==> config.mk <==
export PLATFORM = sky130hd
export DESIGN_NAME = musicBoxTop
export DESIGN_NICKNAME = d
export VERILOG_FILES = /design/src/hw/musicBoxPkg.sv /design/src/hw/musicBoxTop.sv /design/src/hw/noteSequencer.sv /design/src/hw/pitchTable.sv /design/src/hw/songRom.sv /design/src/hw/songSelect.sv
export SDC_FILE = /design/constraint.sdc
export NUM_CORES = 1
export LEC_CHECK = 0
export BUFFER_PORTS_ARGS = -buffer_cell sky130_fd_sc_hd__buf_2
export CAP_MARGIN = 0
export CORE_MARGIN = 4
export CORE_UTILIZATION = 43
export DETAILED_ROUTE_END_ITERATION = 10
export MAX_ROUTING_LAYER = met4
export SLEW_MARGIN = 20
export SYNTH_ARGS = -nofsm -noshare
export SYNTH_HDL_FRONTEND = slang
export SYNTH_SLANG_ARGS = --single-unit
export TNS_END_PERCENT = 30
==> constraint.sdc <==
create_clock -name playSound -period 4.6 [get_ports playSound]
set_clock_uncertainty 0.15 [all_clocks]
set_input_delay 0.46 -clock playSound [delete_from_list [all_inputs] [get_ports playSound]]
set_output_delay 0.46 -clock playSound [all_outputs]
set_load 0.02 [all_outputs]
==> src/hw/musicBoxPkg.sv <==
/*
 * music box shared definitions
 * widths, song choice and pitch codes used across the player
 */
package musicBoxPkg;

    // 5-bit pitch code, 8 is the rest
    typedef logic [4:0] pitchCode;
    // duration code, carried through untouched
    typedef logic [1:0] noteDuration;
    // half-period of the tone in playSound cycles
    typedef logic [19:0] notePeriod;
    // address into a song table
    typedef logic [5:0] songAddr;
    // {play, pitch[4:0], duration[1:0]}
    typedef logic [7:0] songEntry;

    typedef enum logic [1:0] {
        songNone,
        songJas,
        songMcDonald
    } songChoice;

    //////////////////////////////
    // fixed codes and addresses
    //////////////////////////////

    localparam pitchCode restCode = 5'd8;
    // address 0 is the idle slot, melodies start here
    localparam songAddr firstNote = 6'd1;

    // octave boundaries of the pitch code space
    localparam pitchCode pitchC3 = 5'd0;
    localparam pitchCode pitchB3 = 5'd6;
    localparam pitchCode pitchC4 = 5'd9;
    localparam pitchCode pitchB4 = 5'd15;
    localparam pitchCode pitchC5 = 5'd16;
    localparam pitchCode pitchC6 = 5'd23;

    // named notes used by the melodies
    localparam pitchCode pitchE4 = 5'd11;
    localparam pitchCode pitchG4 = 5'd13;
    localparam pitchCode pitchA4 = 5'd14;
    localparam pitchCode pitchD5 = 5'd17;
    localparam pitchCode pitchE5 = 5'd18;

endpackage

==> src/hw/musicBoxTop.sv <==
/*
 * music box top
 * song select, melody ROM, sequencer and pitch lookup
 */
`timescale 1ns/100ps

module musicBoxTop
    import musicBoxPkg::*;
#(
    // playSound frequency
    parameter int clockHz = 100_000_000
) (
    input  logic        playSound,
    input  logic        start,
    input  logic        song3,
    input  logic        song4,
    output notePeriod   note,
    output noteDuration duration,
    output songAddr     memLoc,
    output pitchCode    notecase
);

    // held song choice
    songChoice choice;
    // current table entry
    songEntry  entry;

    //////////////////////////////
    // input side
    //////////////////////////////

    songSelect uSongSelect (
        .playSound (playSound),
        .song3     (song3),
        .song4     (song4),
        .choice    (choice)
    );

    //////////////////////////////
    // processing
    //////////////////////////////

    songRom uSongRom (
        .choice (choice),
        .memLoc (memLoc),
        .entry  (entry)
    );

    noteSequencer uNoteSequencer (
        .playSound (playSound),
        .start     (start),
        .entry     (entry),
        .memLoc    (memLoc),
        .notecase  (notecase),
        .duration  (duration)
    );

    // output side, tone period
    pitchTable #(
        .clockHz (clockHz)
    ) uPitchTable (
        .notecase (notecase),
        .note     (note)
    );

endmodule

==> src/hw/noteSequencer.sv <==
/*
 * note sequencer
 * walks the song table and registers pitch and duration per edge
 */
`timescale 1ns/100ps

module noteSequencer
    import musicBoxPkg::*;
(
    input  logic        playSound,
    input  logic        start,
    input  songEntry    entry,
    output songAddr     memLoc,
    output pitchCode    notecase,
    output noteDuration duration
);

    // entry fields, msb down
    logic        playFlag;
    pitchCode    entryPitch;
    noteDuration entryDur;

    assign playFlag   = entry[7];
    assign entryPitch = entry[6:2];
    assign entryDur   = entry[1:0];

    //////////////////////////////
    // address and note registers
    //////////////////////////////

    always_ff @(posedge playSound or posedge start) begin
        if (start) begin
            // rewind to the first note, silent meanwhile
            memLoc   <= firstNote;
            notecase <= restCode;
            duration <= '0;
        end
        else if (playFlag) begin
            // play it and step on
            notecase <= entryPitch;
            duration <= entryDur;
            memLoc   <= memLoc + 6'd1;
        end
        else begin
            // end of song, park on address 0
            // address 0 is always empty so the player idles there
            notecase <= restCode;
            duration <= '0;
            memLoc   <= '0;
        end
    end

endmodule

==> src/hw/pitchTable.sv <==
/*
 * pitch to period lookup
 * half-period counts derived from the clock rate at elaboration
 */
`timescale 1ns/100ps

module pitchTable
    import musicBoxPkg::*;
#(
    parameter int clockHz = 100_000_000
) (
    input  pitchCode  notecase,
    output notePeriod note
);

    // semitones above C for the white keys, index 7 is the next C
    function automatic int whiteStep(input int idx);
        case (idx)
            0:       return 0;
            1:       return 2;
            2:       return 4;
            3:       return 5;
            4:       return 7;
            5:       return 9;
            6:       return 11;
            default: return 12;
        endcase
    endfunction

    // midi number of a code, -1 when silent
    function automatic int midiOf(input pitchCode code);
        if (code <= pitchB3) begin
            return 48 + whiteStep(int'(code - pitchC3));
        end
        if (code >= pitchC4 && code <= pitchB4) begin
            return 60 + whiteStep(int'(code - pitchC4));
        end
        if (code >= pitchC5 && code <= pitchC6) begin
            return 72 + whiteStep(int'(code - pitchC5));
        end
        // 7, rest and 24 up
        return -1;
    endfunction

    //////////////////////////////
    // elaboration-time table
    //////////////////////////////

    function automatic logic [31:0][19:0] buildTable();
        logic [31:0][19:0] t;
        int                midi;
        real               hz;
        for (int c = 0; c < 32; c++) begin
            midi = midiOf(pitchCode'(c));
            if (midi < 0) begin
                t[c] = '0;
            end
            else begin
                // equal temperament around A4 = 440 Hz
                hz   = 440.0 * (2.0 ** ((midi - 69) / 12.0));
                t[c] = notePeriod'($rtoi(real'(clockHz) / (2.0 * hz) + 0.5));
            end
        end
        return t;
    endfunction

    localparam logic [31:0][19:0] periods = buildTable();

    assign note = periods[notecase];

endmodule

==> src/hw/songRom.sv <==
/*
 * melody ROM
 * returns the table entry for the chosen song at an address
 */
`timescale 1ns/100ps

module songRom
    import musicBoxPkg::*;
(
    input  songChoice choice,
    input  songAddr   memLoc,
    output songEntry  entry
);

    // pack a playable entry
    function automatic songEntry play(input pitchCode p, input noteDuration d);
        return {1'b1, p, d};
    endfunction

    //////////////////////////////
    // JAS, 47 notes
    //////////////////////////////

    function automatic songEntry jasEntry(input songAddr a);
        songEntry e;
        case (a)
            // first phrase
            6'd1:    e = play(pitchC4, 2'd1);
            6'd2:    e = play(pitchC4, 2'd0);
            6'd3:    e = play(pitchE4, 2'd0);
            6'd4:    e = play(pitchG4, 2'd1);
            6'd5:    e = play(pitchA4, 2'd1);
            6'd6:    e = play(pitchG4, 2'd3);
            6'd7:    e = play(pitchE4, 2'd1);
            // repeated
            6'd8:    e = play(pitchC4, 2'd1);
            6'd9:    e = play(pitchC4, 2'd0);
            6'd10:   e = play(pitchE4, 2'd0);
            6'd11:   e = play(pitchG4, 2'd1);
            6'd12:   e = play(pitchA4, 2'd1);
            6'd13:   e = play(pitchG4, 2'd3);
            6'd14:   e = play(pitchE4, 2'd1);
            6'd15:   e = play(pitchE4, 2'd1);
            6'd16:   e = play(pitchG4, 2'd1);
            6'd17:   e = play(pitchA4, 2'd1);
            6'd18:   e = play(pitchG4, 2'd1);
            6'd19:   e = play(pitchC5, 2'd1);
            6'd20:   e = play(pitchA4, 2'd1);
            6'd21:   e = play(pitchG4, 2'd2);
            6'd22:   e = play(pitchC4, 2'd1);
            6'd23:   e = play(pitchC4, 2'd0);
            6'd24:   e = play(pitchE4, 2'd0);
            6'd25:   e = play(pitchG4, 2'd1);
            6'd26:   e = play(pitchA4, 2'd1);
            6'd27:   e = play(pitchC5, 2'd1);
            6'd28:   e = play(pitchA4, 2'd1);
            6'd29:   e = play(pitchG4, 2'd2);
            // bridge
            6'd30:   e = play(pitchG4, 2'd1);
            6'd31:   e = play(pitchG4, 2'd1);
            6'd32:   e = play(pitchA4, 2'd2);
            6'd33:   e = play(pitchA4, 2'd0);
            6'd34:   e = play(pitchC5, 2'd1);
            6'd35:   e = play(pitchC5, 2'd0);
            6'd36:   e = play(pitchA4, 2'd0);
            6'd37:   e = play(pitchG4, 2'd2);
            // closing pair of bars
            6'd38:   e = play(pitchG4, 2'd1);
            6'd39:   e = play(pitchG4, 2'd0);
            6'd40:   e = play(pitchA4, 2'd0);
            6'd41:   e = play(pitchG4, 2'd2);
            6'd42:   e = play(pitchG4, 2'd2);
            6'd43:   e = play(pitchG4, 2'd1);
            6'd44:   e = play(pitchG4, 2'd0);
            6'd45:   e = play(pitchA4, 2'd0);
            6'd46:   e = play(pitchG4, 2'd2);
            6'd47:   e = play(pitchG4, 2'd2);
            // address 0 and past the end
            default: e = '0;
        endcase
        return e;
    endfunction

    //////////////////////////////
    // Old McDonald, 24 notes
    //////////////////////////////

    // one 12-note verse, played twice
    function automatic songEntry mcdEntry(input songAddr a);
        songAddr  idx;
        songEntry e;
        idx = (a > 6'd12) ? a - 6'd12 : a;
        case (idx)
            6'd1:    e = play(pitchC5, 2'd0);
            6'd2:    e = play(pitchC5, 2'd0);
            6'd3:    e = play(pitchC5, 2'd0);
            6'd4:    e = play(pitchG4, 2'd0);
            6'd5:    e = play(pitchA4, 2'd0);
            6'd6:    e = play(pitchA4, 2'd0);
            6'd7:    e = play(pitchG4, 2'd1);
            6'd8:    e = play(pitchE5, 2'd0);
            6'd9:    e = play(pitchE5, 2'd0);
            6'd10:   e = play(pitchD5, 2'd0);
            6'd11:   e = play(pitchD5, 2'd0);
            6'd12:   e = play(pitchC5, 2'd1);
            // address 0 and beyond the second verse
            default: e = '0;
        endcase
        return e;
    endfunction

    always_comb begin
        case (choice)
            songJas:      entry = jasEntry(memLoc);
            songMcDonald: entry = mcdEntry(memLoc);
            // nothing chosen reads as rest
            default:      entry = '0;
        endcase
    end

endmodule

==> src/hw/songSelect.sv <==
/*
 * song selector
 * latches the last pressed song button into a held choice
 */
`timescale 1ns/100ps

module songSelect
    import musicBoxPkg::*;
(
    input  logic      playSound,
    input  logic      song3,
    input  logic      song4,
    output songChoice choice
);

    // held selection, nothing chosen at power-up
    songChoice held = songNone;

    //////////////////////////////
    // button sampling
    //////////////////////////////

    // not tied to start, a choice survives a restart
    always_ff @(posedge playSound) begin
        // song3 wins when both are down
        if (song3) begin
            held <= songJas;
        end
        else if (song4) begin
            held <= songMcDonald;
        end
        // no button, keep last choice
    end

    assign choice = held;

endmodule

==> results.md <==
- CP required: 3.99 ns
- CP Launch Point: uNoteSequencer.notecase[2]$_DFF_PP0_
- Fin crit share: 0.629
- Min setup slack post-route: 1.70 ns
- Chip height: 77.9 um
- DP Area: 2270 um2
- Post-synth design cell area: 2100 um2
- Final Hold Fails: 0
- Placer congestion estimate: 0.952
- Nets: 341
- Clock root buffer: clkbuf_8
- WS Path Type: reg -> out
- GRT Util Overall: 0.199
- Row cnt: 25
- Worst-Skew Late Latency: 0.25 ns
- Async SR Flop Fraction: 0.867
- Drt initial violations: 135
- Die Width: 77.9 um
- Area leader, netlist: ha_1
- Port Buffers: 35
- Setup Buffers After CTS: 0
- GR Layer Usage met3: 0.0267
- YS warnings: 0
- Area grow syn2layout: 10.3%
- Mux share of post-synthesis cell area: 0.0447
- Post-Synthesis Cells: 294
- CTS Hold Bufs: 0
- Final setup vio count: 0
- RR Endpoint: uNoteSequencer.duration[1]$_DFF_PP0_
- Max Cap Violations: 0
- Number of global-route vias before repair: 2033
- Initial Util: 0.444
- Slew Limit Fails: 0
- Most Crowded Layer GR: met2
- Routed Antenna Nets: 0
- Synth Area in Compound Gates: 0.336
- Num Clock Sinks: 15
- CP peak stage delay: 0.83 ns
- Final Power: 252 uW
- Largest net degree at the start of global routing: 29
- Reg-to-reg slack, setup: 1.86 ns
- H-tree Lvls: 1
- Max clock buf depth: 2
- Crit. End Element: output pin
- Largest family of logic cells by synthesized area: compound AO/OA/AOI/OAI gates
- Synth Flop Type: dfrtp_1
- Cell variety after synth: 57
- Clock-pin slew on the worst setup and hold paths: 0.06 ns
- Status: completed
- Simple-gate portion of the synthesized area: 0.203
- Slew margin rel.: 0.455
- DRC Markers: 0
- Worst setup SP type: register
- Post-DR wirelength/cell: 15.5 um
- Total number of vias: 2221
- Core Footprint: 4720 um2
- M2 GR Usage: 0.335
- Post-CTS sizing: 0
- Worst path most repeated cell: o21ai_0
- Syn_area_per_cell: 7.14 um2
- Vias per inst: 5.84
- Worst r2r path cells: 7
- Fin Hold WS: 0.0744 ns
- PwrDens: 109 nW/um2
- Type of the most critical hold path: in -> async
- Post-layout min period: 2.90 ns
- Drt total wl: 5900 um
- Worst setup endpoint: note[1]
- TritonCTS clock tree: built
- Leak Pwr: 1.05 nW
- RSZ-0062 raised after global routing: no
- Crit-path max FO: 23
- Crit-path cells: inv_2 -> ha_1 -> or3_1 -> o21ai_0 -> o21ai_0 -> buf_2
- Yosys top cell area share: 0.137
- Synth area leaders: ha_1, dfrtp_1, o21ai_0
- Post-DP HPWL: 4460 um
- Initial antenna violation count: 0
- Ports: 37
- Worst r2r src: uNoteSequencer.memLoc[2]$_DFF_PP0_
- Pre-Repair DR Iteration Count: 4
- Met1 global-route usage: 0.249
- Die ar.: 6060 um2
- Xor/xnor share of the synthesized area: 0.0209
- Cts bufs inserted: 3
- CP arrival: 2.29 ns
- Final instance area: 2310 um2
- Crit-path slowest cell: dfrtp_1
- Layout cells sized above 1: 0.169
- Seq/Total Area, Yosys: 0.175
- Post-synthesis adder-cell area fraction: 0.137
- First-pass GRT wire length: 9790 um
- Pre-CTS worst setup slack: 1.87 ns
- Least-Margin Pin Slew: 0.817 ns
- Number of synthesized flops with an enable pin: 0
- Setup tns final: 0 ns
- Synthesized Nets: 321
- Max rail drop VDD: 0.198 mV
- Overflow after GRT: 0
- FF+latch count, synth: 15
- ANT cells: 0
- Max Freq: 345 MHz
-- synth_stat cells (5+ instances only) --
| library cell | instances |
|---|---|
| clkbuf_1 | 12 |
| buf_2 | 5 |
| nor2b_1 | 10 |
| o211ai_1 | 7 |
| nand2_1 | 30 |
| mux2i_1 | 6 |
| a21oi_1 | 27 |
| o21ai_0 | 30 |
| ha_1 | 23 |
| nor2_1 | 25 |
| inv_1 | 17 |
| nand3_1 | 12 |
| dfrtp_1 | 11 |
-- flip-flops by register name, indices dropped and copies added (netlist names) --
signal and cells:
uNoteSequencer.duration 2, uNoteSequencer.memLoc 6, uNoteSequencer.notecase 5, uSongSelect.choice 2
-- logic make-up after synthesis --
group,Yosys count
AOI/OAI and AO/OA,108
xor gates and xnor gates,5
adders and majority gates,23
buffers and inverters,41
DFF,15
muxes,8
other,1
and+or+nand+nor,93
-- stage by stage --
step / utilization / instances
finish: 0.490 / 380
global route: 0.490 / 380
CTS: 0.490 / 380
detailed placement: 0.480 / 376
global placement: 0.480 / 376
floorplan: - / 294
-- layout make-up --
| cell class | instances | area [um2] |
|---|---|---|
| Fill cell | 504 | 2410 |
| Tap cell | 67 | 83.8 |
| Multi-Input combinational cell | 238 | 1560 |
| Inverter | 20 | 75.1 |
| Clock buffer | 3 | 41.3 |
| Clock inverter | 1 | 5.00 |
| Sequential cell | 15 | 368 |
| Timing Repair Buffer | 36 | 183 |
-- layer usage --
layer	part of all wire	wire [um]	up-vias
li1	-	-	1096
met2	0.50	2960	64
met4	0.021	122	0
met3	0.046	269	10
met1	0.43	2550	1051
met5	0	0	-
-- critical path, delay by kind of cell (launching register included) --
family	cells	cell delay, ns
adders and majority gates	1	0.30
AOI/OAI and AO/OA	2	0.16
buffers and inverters	2	0.46
and+or+nand+nor	1	0.30
DFF	1	0.83
-- worst min path at each step --
stage	startpoint	endpoint	slack [ns]	cells after the start
2_1_floorplan	start	uNoteSequencer.duration[0]$_DFF_PP0_	0.19	1
3_3_place_gp	uSongSelect.choice[1]$_SDFFE_PP0P_	uSongSelect.choice[1]$_SDFFE_PP0P_	0.32	2
3_5_place_dp	uSongSelect.choice[1]$_SDFFE_PP0P_	uSongSelect.choice[1]$_SDFFE_PP0P_	0.32	2
4_1_cts	start	uNoteSequencer.memLoc[5]$_DFF_PP0_	0.08	2
5_1_grt	start	uNoteSequencer.duration[1]$_DFF_PP0_	0.13	2
6_report	start	uNoteSequencer.memLoc[5]$_DFF_PP0_	0.07	2
-- power breakdown --
part           switching (mW)  internal, mW  total (mW)
Clock                  0.0440        0.0599       0.104
Combinational         0.00957       0.00469      0.0143
Sequential           0.000725         0.133       0.134
-- layout by cell type, fill, tap and decap left out, drive strengths merged, types with 2 or more instances in the layout --
cell / count
o31ai: 3
nand2b: 4
dfxtp: 2
a31oi: 3
nor2b: 10
o32ai: 2
nor3: 4
mux2i: 6
a211oi: 3
dfstp: 2
xnor2: 4
clkbuf: 3
o21a: 3
ha: 23
a21boi: 3
a21oi: 31
nand3: 12
clkinv: 3
nand2: 30
dfrtp: 11
a21o: 2
a221oi: 2
o21ai: 30
and3: 2
nor2: 25
o2111ai: 2
or3: 2
inv: 18
o22ai: 4
a32o: 2
buf: 36
o211ai: 7
No activity file was read; power rests on OpenSTA's default activity.
